### config.mk
export PLATFORM = sky130hd
export DESIGN_NAME = jam
export DESIGN_NICKNAME = d
export VERILOG_FILES = /design/src/design/jamCtrlPkg.sv /design/src/design/jamTypesPkg.sv /design/src/design/costAccumulator.sv /design/src/design/costQuerySequencer.sv /design/src/design/jam.sv /design/src/design/minCostTracker.sv /design/src/design/permutationGenerator.sv
export VERILOG_INCLUDE_DIRS = /design/src /design/src/design
export SDC_FILE = /design/constraint.sdc
export NUM_CORES = 1
export LEC_CHECK = 0
export BUFFER_PORTS_ARGS = -buffer_cell sky130_fd_sc_hd__buf_2
export CELL_PAD_IN_SITES_DETAIL_PLACEMENT = 0
export CELL_PAD_IN_SITES_GLOBAL_PLACEMENT = 2
export CORE_MARGIN = 8
export CORE_UTILIZATION = 39
export CTS_CLUSTER_DIAMETER = 50
export DETAILED_ROUTE_END_ITERATION = 10
export MAX_ROUTING_LAYER = met4
export PLACE_DENSITY_LB_ADDON = 0.12
export SETUP_SLACK_MARGIN = 0.05
export SLEW_MARGIN = 0
export SYNTH_ARGS = -nofsm -noshare
export SYNTH_HDL_FRONTEND = slang
export SYNTH_SLANG_ARGS = --single-unit
### constraint.sdc
create_clock -name CLK -period 6.9 [get_ports CLK]
set_input_delay 0.345 -clock CLK [delete_from_list [all_inputs] [get_ports CLK]]
set_output_delay 0.345 -clock CLK [all_outputs]
set_load 0.03 [all_outputs]
### src/design/jam_params.svh
`ifndef JAM_PARAMS_SVH
`define JAM_PARAMS_SVH

// Square problem, one job per worker
`define JAM_WORKERS 8

// Index of a worker or a job
`define JAM_IDX_W 3

// One entry of the cost table
`define JAM_COST_W 7

// Sum of eight costs, 8 x 127 fits in 10 bits
`define JAM_TOTAL_W 10

// Tie counter, saturates at all ones
`define JAM_COUNT_W 4

`endif

### src/design/jamCtrlPkg.sv
package jamCtrlPkg;

    // Query sequencer states
    // Idle only lasts for the first edge after reset
    typedef enum logic [1:0]
    {
        SeqIdle,
        SeqQuery,
        SeqDone
    } jamSeqState_t;

endpackage

### src/design/jamTypesPkg.sv
`include "jam_params.svh"

package jamTypesPkg;

    // Worker or job number
    typedef logic [`JAM_IDX_W-1:0] jamIdx_t;

    // Single cost returned by the table
    typedef logic [`JAM_COST_W-1:0] jamCost_t;

    // Assignment total, also the running minimum
    typedef logic [`JAM_TOTAL_W-1:0] jamTotal_t;

    // Number of assignments that reach the minimum
    typedef logic [`JAM_COUNT_W-1:0] jamCount_t;

    // Current assignment
    // entry j holds the worker that gets job j
    typedef jamIdx_t [`JAM_WORKERS-1:0] jamPerm_t;

endpackage

### src/design/costAccumulator.sv
module costAccumulator
    import jamTypesPkg::*;
(
    input  logic      CLK,
    input  logic      RST,
    input  jamCost_t  Cost,
    input  logic      queryValid,
    input  logic      queryLast,
    input  logic      queryFinal,
    output jamTotal_t total,
    output logic      totalValid,
    output logic      totalFinal
);

    // Partial sum of the assignment in flight
    jamTotal_t runSum;
    jamTotal_t sumNext;

    assign sumNext = runSum + jamTotal_t'(Cost);

    // Control and partial sum
    always_ff @(posedge CLK or posedge RST)
    begin
        if (RST)
        begin
            runSum     <= '0;
            totalValid <= 1'b0;
            totalFinal <= 1'b0;
        end
        else
        begin
            totalValid <= queryValid && queryLast;
            if (queryValid)
            begin
                // Job 7 closes the assignment, restart from zero
                runSum <= queryLast ? '0 : sumNext;
                if (queryLast)
                begin
                    totalFinal <= queryFinal;
                end
            end
        end
    end

    // Completed total, held until the next job 7
    always_ff @(posedge CLK)
    begin
        if (queryValid && queryLast)
        begin
            total <= sumNext;
        end
    end

endmodule

### src/design/costQuerySequencer.sv
`include "jam_params.svh"

module costQuerySequencer
    import jamTypesPkg::*;
    import jamCtrlPkg::*;
(
    input  logic     CLK,
    input  logic     RST,
    input  jamPerm_t perm,
    input  logic     isLast,
    output jamIdx_t  W,
    output jamIdx_t  J,
    output logic     step,
    output logic     queryValid,
    output logic     queryLast,
    output logic     queryFinal
);

    jamSeqState_t state;
    // Job to be issued at the next edge
    jamIdx_t      jobCnt;
    logic         lastJob;

    assign lastJob = (jobCnt == jamIdx_t'(`JAM_WORKERS - 1));

    // Advance the generator on the edge that registers job 7,
    // W for job 7 still reads the old perm there,
    // and the new perm is ready for the following job 0
    assign step = (state == SeqQuery) && lastJob && !isLast;

    always_ff @(posedge CLK or posedge RST)
    begin
        if (RST)
        begin
            state      <= SeqIdle;
            jobCnt     <= '0;
            W          <= '0;
            J          <= '0;
            queryValid <= 1'b0;
            queryLast  <= 1'b0;
            queryFinal <= 1'b0;
        end
        else
        begin
            case (state)
                SeqIdle, SeqQuery:
                begin
                    // One query per edge, no bubbles
                    J          <= jobCnt;
                    W          <= perm[jobCnt];
                    queryValid <= 1'b1;
                    queryLast  <= lastJob;
                    queryFinal <= isLast;
                    // Wraps 7 -> 0 on its own
                    jobCnt     <= jobCnt + 1'b1;
                    if (lastJob && isLast)
                    begin
                        state <= SeqDone;
                    end
                    else
                    begin
                        state <= SeqQuery;
                    end
                end
                SeqDone:
                begin
                    // W and J keep the final query
                    queryValid <= 1'b0;
                    queryLast  <= 1'b0;
                    queryFinal <= 1'b0;
                end
                default:
                begin
                    state <= SeqIdle;
                end
            endcase
        end
    end

    // Job index walks 0..7 without gaps
    jobStepsByOne: assert property (@(posedge CLK) disable iff (RST)
        (state == SeqQuery && $past(state) == SeqQuery) |-> J == jamIdx_t'($past(J) + 1'b1))
        else $error("J skipped from %0d to %0d", $past(J), J);

endmodule

### src/design/jam.sv
module jam
    import jamTypesPkg::*;
(
    input  logic      CLK,
    input  logic      RST,
    output jamIdx_t   W,
    output jamIdx_t   J,
    input  jamCost_t  Cost,
    output jamCount_t MatchCount,
    output jamTotal_t MinCost,
    output logic      Valid
);

    // Generator to sequencer
    jamPerm_t  perm;
    logic      isLast;
    logic      step;

    // Sequencer to accumulator, aligned with W/J
    logic      queryValid;
    logic      queryLast;
    logic      queryFinal;

    // Accumulator to tracker
    jamTotal_t total;
    logic      totalValid;
    logic      totalFinal;

    permutationGenerator permGen (
        .CLK        (CLK),
        .RST        (RST),
        .step       (step),
        .perm       (perm),
        .isLast     (isLast)
    );

    // Drives the cost table address
    costQuerySequencer querySeq (
        .CLK        (CLK),
        .RST        (RST),
        .perm       (perm),
        .isLast     (isLast),
        .W          (W),
        .J          (J),
        .step       (step),
        .queryValid (queryValid),
        .queryLast  (queryLast),
        .queryFinal (queryFinal)
    );

    costAccumulator costAcc (
        .CLK        (CLK),
        .RST        (RST),
        .Cost       (Cost),
        .queryValid (queryValid),
        .queryLast  (queryLast),
        .queryFinal (queryFinal),
        .total      (total),
        .totalValid (totalValid),
        .totalFinal (totalFinal)
    );

    minCostTracker minTrack (
        .CLK        (CLK),
        .RST        (RST),
        .total      (total),
        .totalValid (totalValid),
        .totalFinal (totalFinal),
        .MinCost    (MinCost),
        .MatchCount (MatchCount),
        .Valid      (Valid)
    );

endmodule

### src/design/minCostTracker.sv
module minCostTracker
    import jamTypesPkg::*;
(
    input  logic      CLK,
    input  logic      RST,
    input  jamTotal_t total,
    input  logic      totalValid,
    input  logic      totalFinal,
    output jamTotal_t MinCost,
    output jamCount_t MatchCount,
    output logic      Valid
);

    // Last assignment has been folded in
    logic finalTaken;

    always_ff @(posedge CLK or posedge RST)
    begin
        if (RST)
        begin
            // Above any reachable total
            MinCost    <= '1;
            MatchCount <= '0;
            finalTaken <= 1'b0;
        end
        else if (totalValid)
        begin
            if (total < MinCost)
            begin
                // New best, restart the tie count
                MinCost    <= total;
                MatchCount <= jamCount_t'(1);
            end
            else if (total == MinCost && !(&MatchCount))
            begin
                // Another tie, stop at all ones
                MatchCount <= MatchCount + 1'b1;
            end
            if (totalFinal)
            begin
                finalTaken <= 1'b1;
            end
        end
    end

    // Valid trails the last update by one cycle
    // so MinCost and MatchCount are already settled when it rises
    always_ff @(posedge CLK or posedge RST)
    begin
        if (RST)
        begin
            Valid <= 1'b0;
        end
        else if (finalTaken)
        begin
            Valid <= 1'b1;
        end
    end

    // Minimum only moves down between resets
    minNeverRises: assert property (@(posedge CLK) disable iff (RST) MinCost <= $past(MinCost))
        else $error("MinCost rose from %0d to %0d", $past(MinCost), MinCost);

endmodule

### src/design/permutationGenerator.sv
`include "jam_params.svh"

module permutationGenerator
    import jamTypesPkg::*;
(
    input  logic     CLK,
    input  logic     RST,
    input  logic     step,
    output jamPerm_t perm,
    output logic     isLast
);

    // Rightmost ascent position
    jamIdx_t  pivot;
    logic     hasAscent;
    // Rightmost entry above the pivot value
    jamIdx_t  swapIdx;
    jamPerm_t swapped;
    jamPerm_t nextPerm;
    // One bit per worker seen in perm
    logic [`JAM_WORKERS-1:0] seenMask;

    // Scan left to right, last hit wins
    always_comb
    begin
        hasAscent = 1'b0;
        pivot     = '0;
        for (int i = 0; i < `JAM_WORKERS - 1; i++)
        begin
            if (perm[i] < perm[i + 1])
            begin
                hasAscent = 1'b1;
                pivot     = jamIdx_t'(i);
            end
        end
    end

    // Suffix right of the pivot is descending,
    // so the rightmost larger entry is also the smallest larger one
    always_comb
    begin
        swapIdx = pivot;
        for (int k = 1; k < `JAM_WORKERS; k++)
        begin
            if (k > int'(pivot) && perm[k] > perm[pivot])
            begin
                swapIdx = jamIdx_t'(k);
            end
        end
    end

    // Swap, then reverse the suffix
    always_comb
    begin
        swapped          = perm;
        swapped[pivot]   = perm[swapIdx];
        swapped[swapIdx] = perm[pivot];
        nextPerm         = swapped;
        for (int m = 1; m < `JAM_WORKERS; m++)
        begin
            // Position pivot+1 takes entry 7, position 7 takes pivot+1
            if (m > int'(pivot))
            begin
                nextPerm[m] = swapped[`JAM_WORKERS + int'(pivot) - m];
            end
        end
    end

    always_ff @(posedge CLK or posedge RST)
    begin
        if (RST)
        begin
            // Identity, job j to worker j
            for (int j = 0; j < `JAM_WORKERS; j++)
            begin
                perm[j] <= jamIdx_t'(j);
            end
        end
        else if (step && hasAscent)
        begin
            perm <= nextPerm;
        end
    end

    // No ascent anywhere means fully descending, 7..0
    assign isLast = ~hasAscent;

    always_comb
    begin
        seenMask = '0;
        for (int j = 0; j < `JAM_WORKERS; j++)
        begin
            seenMask[perm[j]] = 1'b1;
        end
    end

    // Every step must keep a true permutation
    permIsBijection: assert property (@(posedge CLK) disable iff (RST) &seenMask)
        else $error("perm lost a worker: %h", perm);

endmodule

# After elaboration in Yosys (flattened, before gate mapping)
# Cells that the tools add are included.
[totals] word_cells=166 register_bits=76 out_inout_bits=21
[classes] n_mux=68 bitwise_logic=1 n_lt_le_gt_ge=34 reduce_logical=25 eq_ne=4 addsub=11
[op_table] op="32-bit by 5-bit less-than comparator with 1-bit output, second input constant" n=7
[op_table] op="32-bit by 4-bit subtractor with 32-bit output, second input constant" n=4
[op_table] op="3-bit 2-to-1 mux" n=36
[op_table] op="3-bit binary-select mux with 3-bit select" n=10
[op_table] op="32-bit by 3-bit subtractor with 32-bit output, second input constant" n=2
[op_table] op="24-bit bitwise mux" n=2
[op_table] op="32-bit by 2-bit subtractor with 32-bit output, second input constant" n=1
[op_table] op="3-bit > comparator" n=7
[op_table] op="3-bit less-than comparator" n=7
[op_table] op="3-bit demux with 3-bit select" n=2
[op_table] op="1-bit logical AND" n=15
[op_table] op="3-bit > comparator, first input constant" n=4
[op_table] op="3-bit by 4-bit less-than comparator with 1-bit output, second input constant" n=3
[op_table] op="10-bit by 7-bit adder with 10-bit output" n=1
[op_table] op="10-bit == test" n=1
[op_table] op="10-bit less-than comparator" n=1
[op_table] op="10-bit 2-to-1 mux" n=1
[op_table] op="1-bit 2-to-1 mux" n=8
[op_table] op="4-bit 2-to-1 mux" n=2
[op_table] op="2-bit AND reduction" n=4
[op_table] op="3-bit by 1-bit greater-or-equal comparator with 1-bit output, second input constant" n=2
[op_table] op="2-bit by 3-bit > comparator with 1-bit output, first input constant" n=2
[op_table] op="2-bit 2-to-1 mux" n=3
[op_table] op="1-bit one-hot mux with 2 select lines" n=3
[op_table] op="14 further kinds" n=15

# Depth between registers and ports, before layout
# Gate-level depths: netlist of run 1.
[logic_depth] ltp_word=27 ltp_mapped=30

# Modules after synthesis
# A second synthesis of run 1 with hierarchy kept.
[unflattened] cells_unflattened=934 hier_area_um2=8017.7
[by_module_without_submodules] mod="permutationGenerator" instances=1 seq_area_each_um2=615.6 area_per_inst_um2=5197.5 cells_each=693
[by_module_without_submodules] mod="costAccumulator" instances=1 seq_area_each_um2=600.6 area_per_inst_um2=1134.8 cells_each=100
[by_module_without_submodules] mod="minCostTracker" instances=1 seq_area_each_um2=412.9 area_per_inst_um2=944.7 cells_each=82
[by_module_without_submodules] mod="costQuerySequencer" instances=1 seq_area_each_um2=350.3 area_per_inst_um2=740.7 cells_each=59

# Worst setup path before layout of run 1
# Ideal clock, no wire load.
[synth_path] path_kind="reg-to-reg" from="register permGen.perm[19] (netlist name)" to="register permGen.perm[8] (netlist name)" path_slack_ns=0.800 setup_ns=0.137 stages_incl_launch_ff=28 n_path_buf=2 required_time_ns=6.763 synth_period_minus_slack_ns=6.100 arrival_time_ns=5.963 path_cell_list="dfstp_2 -> clkbuf_1 -> inv_1 -> ha_1 -> nand2_1 -> o21ai_2 -> nand2_1 -> o21ai_1 -> clkbuf_1 -> mux2i_1 -> mux2i_1 -> mux2_2 -> inv_1 -> ha_1 -> nand2_1 -> o21ai_0 -> a2111oi_0 -> a21oi_1 -> and2_1 -> o21ai_0 -> a221oi_4 -> and2_1 -> a221oi_2 -> nor3b_4 -> a21oi_1 -> mux2_2 -> a221oi_2 -> o22ai_1"
[synth_between] elab_chain_cells=23 word_cells_on_any_way=58 classes_between="add/sub: 2; order compare: 20; mux: 25; reduce/logical: 11"
[synth_lines] element="start: declaration" line="permutationGenerator.sv:9" source="output jamPerm_t perm,"
[synth_lines] element="start signal: indexed assignment" line="permutationGenerator.sv:76" source="perm[j] <= jamIdx_t'(j);"
[synth_lines] element="start signal: assignment" line="permutationGenerator.sv:81" source="perm <= nextPerm;"
[synth_lines] element="3-bit less-than comparator" line="permutationGenerator.sv:30" source="if (perm[i] < perm[i + 1])"
[synth_lines] element="3-bit 2-to-1 mux (2 in series)" line="permutationGenerator.sv:30"
[synth_lines] element="3-bit binary-select mux with 3-bit select" line="permutationGenerator.sv:45, permutationGenerator.sv:57"
[synth_lines] element="3-bit 2-to-1 mux (implied by the code)" line="permutationGenerator.sv:45, permutationGenerator.sv:57"
[synth_lines] element="3-bit > comparator" line="permutationGenerator.sv:45" source="if (k > int'(pivot) && perm[k] > perm[pivot])"
[synth_lines] element="1-bit logical AND" line="permutationGenerator.sv:45"
[synth_lines] element="3-bit 2-to-1 mux (7 in series)" line="permutationGenerator.sv:45"
[synth_lines] element="3-bit by 4-bit less-than comparator with 1-bit output (implied by the code) / 3-bit by 1-bit greater-or-equal comparator with 1-bit output (equally long branches)" line="permutationGenerator.sv:57" source="swapped[swapIdx] = perm[pivot];"
[synth_lines] element="1-bit logical AND (implied by the code)" line="permutationGenerator.sv:57"
[synth_lines] element="3-bit 2-to-1 mux (implied by the code)" line="permutationGenerator.sv:57"
[synth_lines] element="3-bit demux with 3-bit select"
[synth_lines] element="24-bit bitwise mux" line="permutationGenerator.sv:57"
[synth_lines] element="3-bit binary-select mux with 3-bit select" line="permutationGenerator.sv:64" source="nextPerm[m] = swapped[`JAM_WORKERS + int'(pivot) - m];"
[synth_lines] element="3-bit 2-to-1 mux (2 in series)" line="permutationGenerator.sv:64"
[synth_lines] element="3-bit 2-to-1 mux" line="permutationGenerator.sv:62" source="if (m > int'(pivot))"
# Parallel ways exist; a longest one is shown, timed or not. The select of a mux whose other input is x is not followed.
# A chain may end at the register's enable or synchronous reset.

# Worst setup path after layout of run 1
[layout_path] from="register permGen.perm[10] (netlist name)" to="register permGen.perm[4] (netlist name)"
[layout_between] elab_chain_cells=26 word_cells_on_any_way=64 classes_between="add/sub: 2; order compare: 20; mux: 31; reduce/logical: 11"
[layout_lines] element="3-bit less-than comparator" line="permutationGenerator.sv:30"
[layout_lines] element="2-bit 2-to-1 mux (2 in series)" line="permutationGenerator.sv:30"
[layout_lines] element="3-bit 2-to-1 mux (3 in series)" line="permutationGenerator.sv:30"
[layout_lines] element="3-bit binary-select mux with 3-bit select" line="permutationGenerator.sv:45, permutationGenerator.sv:57"
[layout_lines] element="3-bit 2-to-1 mux (implied by the code)" line="permutationGenerator.sv:45, permutationGenerator.sv:57"
[layout_lines] element="3-bit > comparator" line="permutationGenerator.sv:45"
[layout_lines] element="1-bit logical AND" line="permutationGenerator.sv:45"
[layout_lines] element="3-bit 2-to-1 mux (7 in series)" line="permutationGenerator.sv:45"
[layout_lines] element="3-bit by 4-bit less-than comparator with 1-bit output (implied by the code) / 3-bit by 1-bit greater-or-equal comparator with 1-bit output (equally long branches)" line="permutationGenerator.sv:57"
[layout_lines] element="1-bit logical AND (implied by the code)" line="permutationGenerator.sv:57"
[layout_lines] element="3-bit 2-to-1 mux (implied by the code)" line="permutationGenerator.sv:57"
[layout_lines] element="3-bit demux with 3-bit select"
[layout_lines] element="24-bit bitwise mux" line="permutationGenerator.sv:57"
[layout_lines] element="3-bit binary-select mux with 3-bit select" line="permutationGenerator.sv:64"
[layout_lines] element="3-bit 2-to-1 mux (2 in series)" line="permutationGenerator.sv:64"
[layout_lines] element="3-bit 2-to-1 mux" line="permutationGenerator.sv:62"
# Parallel ways exist; a longest one is shown, timed or not. The select of a mux whose other input is x is not followed.

==> impl_metrics.json, run 1 <==
{
  "relSlewSlack_pct": 27.3,
  "rsz0062_at_grt": "true",
  "yosysUniqueCellTypes": 98,
  "pin_count": 30,
  "drive_above_1_share_pct": 21.0,
  "p_sw_mw": 0.374,
  "path_max_fanout": 8,
  "finalHoldViolations": 0,
  "synth.most_common_cell": "nor2_1",
  "yosysTopAreaCell": "dfrtp_1",
  "cp.required_ps": 7080,
  "grt_usage_pct": 25.2,
  "worstSetupPathType": "flip-flop to flip-flop",
  "yosysSeqAreaShare_pct": 26.4,
  "timing.fmax_mhz": 150,
  "place.gp.congestion": 0.976,
  "p_int_mw": 0.890,
  "synth_top_flop_cell": "dfrtp_1",
  "die_h_um": 155,
  "critical_path_arrival_ps": 6840,
  "switching_share_pct": 29.6,
  "period_share_pct": 96.5,
  "avgRoutedWirePerCell_um": 24.6,
  "area.growth.synth_to_final_pct": 14.0,
  "synth_area_mm2": 0.00750,
  "synth_nets": 967,
  "ys_warn_count": 0,
  "cts_tree": "built",
  "ys_ff_latch": 76,
  "p_comb_share_pct": 16.1,
  "num_vias": 7407,
  "ys_top_cells_by_count": "84 x nor2_1, 80 x nand2_1, 62 x a21oi_1, 62 x inv_1, 56 x ha_1",
  "slew_viol_final": 0,
  "power_leakage_nw": 3.54,
  "h-tree-depth": 3,
  "irDropWorstVdd_uv": 111,
  "start_util_pct": 40.0,
  "cap_violations": 0,
  "min_path_type": "input pin to asynchronous set/reset pin",
  "die-area_mm2": 0.0239,
  "slowest_delay_ps": 640,
  "post-synth-top-area-fraction_pct": 14.7,
  "clk_pin_slew_ps": 70,
  "port_buffers": 29,
  "power.share.clock_pct": 42.9,
  "final_core_util_pct": 45.6,
  "regToRegSetupSlack_ps": 240,
  "async_flop_share_pct": 86.8,
  "clkLatencyLatePin_ps": 350,
  "clkSinkCount": 76,
  "syn_avg_cell_area_um2": 8.33,
  "ff2ff_path_depth": 25,
  "antenna_found_initial": 0,
  "grt_pass1_wl_mm": 44.5,
  "status": "completed",
  "gr-total-overflow": 0,
  "cp_slowest_cell": "dfstp_2",
  "vias_per_cell": 6.25,
  "pre_cts_slack_ps": -59.8,
  "cts_buffers": 9,
  "power_density_mw_per_mm2": 148,
  "cts_root_buf": "clkbuf_16",
  "ant_nets": 0,
  "seq_power_share_pct": 41.0,
  "first_pass_iters": 5,
  "grt_pass1_vias": 7277,
  "rr_startpoint": "permGen.perm[10]",
  "final_area_mm2": 0.00856,
  "clockBufferDepth": 2,
  "fin_tns_setup_ps": 0,
  "cpMostUsedCell": "buf_4",
  "fill_cells": 1873,
  "ys_top_cells_by_area": "dfrtp_1 15%, ha_1 9.3%, dfstp_2 7.7%",
  "synth-edff-count": 10,
  "tightest_slew_ps": 1090,
  "dp_hpwl_mm": 22.5,
  "fin_skew_ps": 12.9,
  "start_kind": "flip-flop",
  "core_area_mm2": 0.0188,
  "setup_slack_ps": 245,
  "rows": 50,
  "worst_r2r_endpoint": "permGen.perm[4]",
  "hold_ws_ps": 256,
  "setup_viol": 0,
  "placed_area_mm2": 0.00815,
  "n_antenna_cell": 0,
  "wl_mm": 29.2,
  "end_kind": "flip-flop",
  "final_nets": 1013,
  "drt_iter0_markers": 575,
  "grt_max_degree": 67,
  "min_period_ps": 6660,
  "postSynthCellCount": 901,
  "drc": 0,
  "die_x_um": 155
}
critical path, delay by kind of cell, from the launching register on:
family,cells,cell delay (ps)
mux,4,1000
simple gates,3,830
compound gates,10,2510
flops,1,640
fa+ha+maj,2,460
buf+inv,6,1050
kinds of logic (layout without fill, tap and decap cells):
group | Yosys count | in the layout | share of synthesized area (%)
flip-flops | 76 | 76 | 26.4
multiplexers | 62 | 62 | 9.77
XOR/XNOR | 13 | 13 | 1.52
AO/OA/AOI/OAI | 304 | 304 | 28.7
buffers and inverters | 120 | 171 | 6.65
adder cells (fa/ha/maj) | 57 | 57 | 9.60
AND/OR/NAND/NOR | 269 | 269 | 17.3
power groups by stage:
stage          Sequential (mW)  Combinational [mW]  Clock [mW]
2_1_floorplan            0.590              0.0825           0
3_3_place_gp             0.525               0.205           0
3_5_place_dp             0.527               0.209           0
4_1_cts                  0.519               0.210       0.552
5_1_grt                  0.522               0.230       0.566
6_report                 0.518               0.204       0.542
sequential cells by signal, summed over array words and instances, names as in the netlist, 2 cells and up:
| name | flops |
|---|---|
| querySeq.state | 2 |
| querySeq.W | 3 |
| permGen.perm | 24 |
| querySeq.jobCnt | 3 |
| costAcc.total | 10 |
| costAcc.runSum | 10 |
| minTrack.MinCost | 10 |
| querySeq.J | 3 |
| minTrack.MatchCount | 4 |
per-layer routing:
metal  track usage (%)  vias up  part of all wire, %
met2              43.3      303                   49
met4              11.2        0                  4.4
met5                 -        -                    0
met1              29.4     3590                   41
li1                  -     3444                    -
met3              2.76       70                  5.2
placed cells by master (no fill, tap or decap), types with 9 or more instances in the layout:
| master | instances |
|---|---|
| xnor2_1 | 9 |
| buf_4 | 60 |
| ha_1 | 56 |
| o21a_1 | 10 |
| o21ai_1 | 10 |
| clkbuf_16 | 9 |
| dfstp_2 | 22 |
| edfxtp_1 | 10 |
| dfrtp_1 | 44 |
| nor3_1 | 11 |
| nand2_1 | 79 |
| mux2i_1 | 36 |
| a211oi_1 | 13 |
| nand2b_1 | 20 |
| a21oi_1 | 62 |
| mux2_2 | 17 |
| o211ai_1 | 14 |
| o22ai_1 | 11 |
| o21ai_0 | 51 |
| a22oi_1 | 9 |
| nor2_1 | 83 |
| inv_1 | 61 |
| buf_2 | 29 |
| nand3_1 | 12 |
| a31oi_1 | 16 |
worst max-delay path by stage:
stage / slack, ps / startpoint / cells after the start / endpoint
CTS: 60 / permGen.perm[19] / 26 / permGen.perm[16]
finish: 240 / permGen.perm[10] / 25 / permGen.perm[4]
floorplan: 800 / permGen.perm[19] / 27 / permGen.perm[8]
detailed placement: -60 / permGen.perm[19] / 28 / permGen.perm[4]
global route: 40 / permGen.perm[10] / 27 / permGen.perm[20]
global placement: -40 / permGen.perm[19] / 28 / permGen.perm[4]
metrics by stage:
step | cells | total power [mW]
5_1_grt | 1186 | 1.32
3_3_place_gp | 1168 | 0.730
4_1_cts | 1184 | 1.28
3_5_place_dp | 1168 | 0.736
2_1_floorplan | 901 | 0.673
6_report | 1186 | 1.26
layout make-up:
cell class / instances / area (µm²) / area share [%]
Multi-Input combinational cell: 705 / 5080 / 59.4
Sequential cell: 76 / 1980 / 23.1
Timing Repair Buffer: 91 / 636 / 7.43
Tap cell: 234 / 293 / 3.42
Inverter: 64 / 244 / 2.85
Clock buffer: 9 / 225 / 2.63
Clock inverter: 7 / 98.8 / 1.16
timing repair:
action,in CTS,in global routing
hold buffers,0,0
setup endpoints to repair,5,21
resized for setup,4,12
buffers inserted,0,2
No activity file was read; power rests on OpenSTA's default activity.
==> inputs of run 2 (changes only) <==
Settings changed: CORE_UTILIZATION 39 to 35.
Clock period 6.9 ns to 5.4 ns, I/O delays scaled along.
==> impl_metrics.json, run 2 (same netlist as run 1, synthesis figures left out) <==
{
  "status": "finished, violations left",
  "failed_checks": "setup timing",
  "n_antenna_cell": 0,
  "core_area_mm2": 0.0210,
  "critical_path_arrival_ps": 6150,
  "die_h_um": 162,
  "drt_iter0_markers": 702,
  "die_x_um": 162,
  "pre_cts_slack_ps": -905,
  "finalHoldViolations": 0,
  "drc": 0,
  "end_kind": "flip-flop",
  "grt_max_degree": 67,
  "wl_met2_mm": 16.5,
  "slowest_delay_ps": 620,
  "clockBufferDepth": 2,
  "route.met3.wl_mm": 1.37,
  "irDropWorstVdd_uv": 186,
  "cpMostUsedCell": "buf_6",
  "min_period_ps": 5970,
  "slew_viol_final": 0,
  "highest_layer": "met4",
  "avgRoutedWirePerCell_um": 23.4,
  "setup_slack_ps": -567,
  "layout_commonest_cell": "buf_4",
  "area.growth.synth_to_final_pct": 53.4,
  "setup_viol": 21,
  "wl_mm": 33.5,
  "gr-total-overflow": 0,
  "drive_above_1_share_pct": 48.7,
  "fin_tns_setup_ps": -7290,
  "power_density_mw_per_mm2": 137,
  "min_path_type": "input pin to asynchronous set/reset pin",
  "cp_slowest_cell": "dfstp_2",
  "rows": 53,
  "place.gp.congestion": 0.960,
  "drt-met1-wl_mm": 14.0,
  "tightest_slew_ps": 1200,
  "worstSetupPathType": "flip-flop to flip-flop",
  "final_core_util_pct": 54.8,
  "dp_cells": 1359,
  "path_max_fanout": 6,
  "timing.fmax_mhz": 168,
  "grt_pass1_wl_mm": 49.7,
  "start_util_pct": 35.7,
  "cp.required_ps": 5580,
  "grt_pass1_vias": 8540,
  "pin_count": 30,
  "ant_nets": 0,
  "antenna_found_initial": 0,
  "period_share_pct": 110,
  "clk_pin_slew_ps": 80,
  "h-tree-depth": 3,
  "clkSinkCount": 76,
  "grt_usage_pct": 25.2,
  "cts_buffers": 9,
  "instances_no_fill": 1434,
  "final_nets": 1220,
  "clkLatencyLatePin_ps": 350,
  "hold_ws_ps": 167,
  "cts_tree": "built",
  "power_leakage_nw": 4.83,
  "port_buffers": 29,
  "fin_skew_ps": 20.3,
  "die-area_mm2": 0.0264,
  "num_vias": 8452,
  "cts_root_buf": "clkbuf_16",
  "regMostFlops": "permGen.perm",
  "first_pass_iters": 5,
  "dp_hpwl_mm": 25.2,
  "largest_register_ffs": 24,
  "final_cell_mix": "219 x buf_4, 75 x nor2_1, 64 x nand2_1, 56 x inv_1, 47 x buf_6",
  "vias_per_cell": 5.89,
  "start_kind": "flip-flop",
  "rsz0062_at_grt": "true",
  "postCtsHoldBufs": 0,
  "cap_violations": 0,
  "relSlewSlack_pct": 20.0
}
run 2: changes by cell type in the layout (fill, tap and decap cells not counted), sizes merged:
| cell | change |
|---|---|
| clkinv | -2 |
| inv | +1 |
| buf | +207 |
| bufinv | -1 |
| clkinvlp | +2 |
run 2: per-layer routing:
| layer | vias up | track usage [%] |
|---|---|---|
| met5 | - | - |
| met4 | 0 | 12.8 |
| met3 | 94 | 2.63 |
| met2 | 284 | 42.3 |
| met1 | 4230 | 29.5 |
| li1 | 3844 | - |
run 2: final cells by class:
class / instances / area (µm²)
Sequential cell: 76 / 1980
Multi-Input combinational cell: 705 / 6270
Tap cell: 275 / 344
Inverter: 64 / 245
Timing Repair Buffer: 298 / 2370
Clock buffer: 9 / 225
Fill cell: 1896 / 9510
Clock inverter: 7 / 82.6
run 2: metrics by stage:
step / total power [mW] / instance area [µm²]
final: 1.58 / 11500
after detailed placement: 0.945 / 9370
after CTS: 1.61 / 10600
after floorplan: 0.860 / 7570
after global routing: 1.66 / 11500
after global placement: 0.935 / 9370
run 2: repair_timing:
action	CTS	global route
resized for setup	158	137
setup buffers	38	35
endpoints found under the setup margin	23	24
pin swaps	76	92
endpoints found under the hold margin	0	0
run 2: power by group:
| group | switching, mW | internal [mW] |
|---|---|---|
| sequential | 0.0212 | 0.641 |
| combinational | 0.177 | 0.0873 |
| clock | 0.286 | 0.367 |
| total | 0.484 | 1.10 |
run 2: path summary, 6_finish.rpt:
| check | start | to | slack [ps] | depth (start not counted) |
|---|---|---|---|---|
| min in group CLK | Cost[0] | costAcc.total[0] | 270 | 2 |
| worst min-delay path | RST | costAcc.totalFinal | 170 | 3 |
| worst max-delay path | permGen.perm[17] | permGen.perm[16] | -570 | 29 |
| max in group asynchronous | RST | permGen.perm[13] | 4560 | 3 |
| worst min register to register | minTrack.finalTaken | minTrack.finalTaken | 460 | 1 |
| worst max register to register | permGen.perm[17] | permGen.perm[16] | -570 | 29 |
run 2: critical path, delay by kind of cell (launching register included):
family / cells / cell delay, ps
muxes: 6 / 1550
DFF: 1 / 620
and+or+nand+nor: 6 / 1030
adders and majority gates: 2 / 550
AOI/OAI and AO/OA: 6 / 1030
buffers and inverters: 9 / 1020
==> inputs of run 3 (changes only) <==
--- a/config.mk
+++ b/config.mk
@@ -10,5 +10,4 @@
 export CELL_PAD_IN_SITES_DETAIL_PLACEMENT = 0
 export CELL_PAD_IN_SITES_GLOBAL_PLACEMENT = 2
-export CORE_MARGIN = 8
 export CORE_UTILIZATION = 35
 export CTS_CLUSTER_DIAMETER = 50
==> constraint.sdc (replaced) <==
create_clock -name CLK -period 5.4 [get_ports CLK]
set_input_delay 0.54 -clock CLK [delete_from_list [all_inputs] [get_ports CLK]]
set_output_delay 0.54 -clock CLK [all_outputs]
set_load 0.03 [all_outputs]
==> impl_metrics.json, run 3 (same netlist as run 1, synthesis figures left out) <==
{
  "fin_skew_ps": 16.6,
  "n_antenna_cell": 0,
  "clkSinkCount": 76,
  "place.gp.congestion": 0.951,
  "rsz0062_at_grt": "true",
  "power_density_mw_per_mm2": 139,
  "regMostFlops": "permGen.perm",
  "vias_per_cell": 5.79,
  "clkLatencyLatePin_ps": 360,
  "dp_cells": 1344,
  "setup_slack_ps": -456,
  "final_cell_mix": "234 x buf_4, 78 x nor2_1, 70 x nand2_1, 56 x inv_1, 46 x ha_1",
  "tightest_slew_ps": 1000,
  "crit_family": "compound AO/OA/AOI/OAI gates",
  "timing.critical_path.buf_inv": 8,
  "wl_mm": 33.0,
  "start_kind": "flip-flop",
  "port_buffers": 29,
  "period_share_pct": 108,
  "min_path_type": "input pin to asynchronous set/reset pin",
  "ant_nets": 0,
  "layout_commonest_cell": "buf_4",
  "first_pass_iters": 6,
  "avgRoutedWirePerCell_um": 23.1,
  "final_core_util_pct": 53.0,
  "pin_count": 30,
  "seq_power_share_pct": 42.6,
  "cap_violations": 0,
  "cts_tree": "built",
  "cts_root_buf": "clkbuf_16",
  "p_sw_mw": 0.496,
  "postCtsHoldBufs": 0,
  "status": "finished, violations left",
  "relSlewSlack_pct": 32.9,
  "h-tree-depth": 3,
  "rows": 53,
  "irDropWorstVdd_uv": 117,
  "antenna_found_initial": 0,
  "timing.fmax_mhz": 171,
  "die_x_um": 148,
  "cpMostUsedCell": "buf_6",
  "instances_no_fill": 1426,
  "cp_slowest_cell": "dfstp_2",
  "gr-total-overflow": 0,
  "setup_viol": 21,
  "grt_pass1_vias": 8226,
  "end_kind": "flip-flop",
  "grt_pass1_wl_mm": 48.5,
  "fill_cells": 1953,
  "fin_tns_setup_ps": -5960,
  "grt_max_degree": 67,
  "slew_viol_final": 0,
  "grt_usage_pct": 30.6,
  "failed_checks": "setup timing",
  "finalHoldViolations": 0,
  "power_leakage_nw": 4.66,
  "largest_register_ffs": 24,
  "start_util_pct": 35.7,
  "slowest_delay_ps": 600,
  "critical_path_arrival_ps": 6120,
  "min_period_ps": 5860,
  "drt_iter0_markers": 555,
  "cts_buffers": 9,
  "dp_hpwl_mm": 24.9,
  "power.share.clock_pct": 40.5,
  "clockBufferDepth": 2,
  "p_int_mw": 1.05,
  "num_vias": 8261,
  "p_comb_share_pct": 16.9,
  "switching_share_pct": 32.0,
  "drive_above_1_share_pct": 46.7,
  "die-area_mm2": 0.0220,
  "final_nets": 1212,
  "area.growth.synth_to_final_pct": 48.5,
  "drc": 0,
  "core_area_mm2": 0.0210,
  "cp.required_ps": 5670,
  "clk_pin_slew_ps": 70,
  "worstSetupPathType": "flip-flop to flip-flop",
  "path_max_fanout": 7,
  "die_h_um": 148
}
[run 3: cell type report]
cell class                 count  area [µm²]  area share (%)
timing repair buffer         290        2230            20.0
sequential                    76        1980            17.8
clock buffer                   9         225            2.02
multi-input combinational    705        6050            54.3
inverter                      64         248            2.22
tap                          275         344            3.09
clock inverter                 7        63.8           0.573
[run 3: what timing repair did]
| item | in CTS | in global routing |
|---|---|---|
| setup buffers | 39 | 29 |
| gates resized for setup | 140 | 85 |
| pin swaps | 66 | 57 |
| gates cloned | 0 | 0 |
| endpoints found under the setup margin | 21 | 24 |
[run 3: worst min-delay path: stages]
cell   delay, ps
buf_2        100
inv_2         30
buf_4        670
[run 3: final timing paths]
check	start	end	slack [ps]	depth (start not counted)
setup / recovery	permGen.perm[14]	permGen.perm[20]	-460	30
hold / removal	RST	costAcc.totalFinal	440	3
setup reg to reg	permGen.perm[14]	permGen.perm[20]	-460	30
hold reg to reg	minTrack.finalTaken	minTrack.finalTaken	450	1
max in group asynchronous	RST	permGen.perm[16]	4240	3
min in group CLK	minTrack.finalTaken	minTrack.finalTaken	450	1
[run 3: stage by stage]
| step | worst slack (ps) | cell area [µm²] | hold WS (ps) | total power [mW] |
|---|---|---|---|---|
| finish | -456 | 11100 | 440 | 1.55 |
| global route | -613 | 11100 | 481 | 1.62 |
| CTS | -235 | 10500 | 461 | 1.57 |
| detailed placement | -745 | 9240 | 446 | 0.937 |
| global placement | -728 | 9240 | 431 | 0.928 |
| floorplan | -75.2 | 7570 | 420 | 0.860 |
[run 3: layer usage]
metal,track usage (%),part of all wire [%]
met2,52.6,49
met5,-,0
met4,15.5,5.7
met3,3.34,5.0
met1,35.2,40
[run 3: power by group through the flow]
stage	registers, mW	clock network (mW)	logic (mW)
floorplan	0.754	0	0.105
global placement	0.670	0	0.258
finish	0.659	0.627	0.262
CTS	0.660	0.639	0.267
global route	0.665	0.658	0.293
detailed placement	0.671	0	0.266
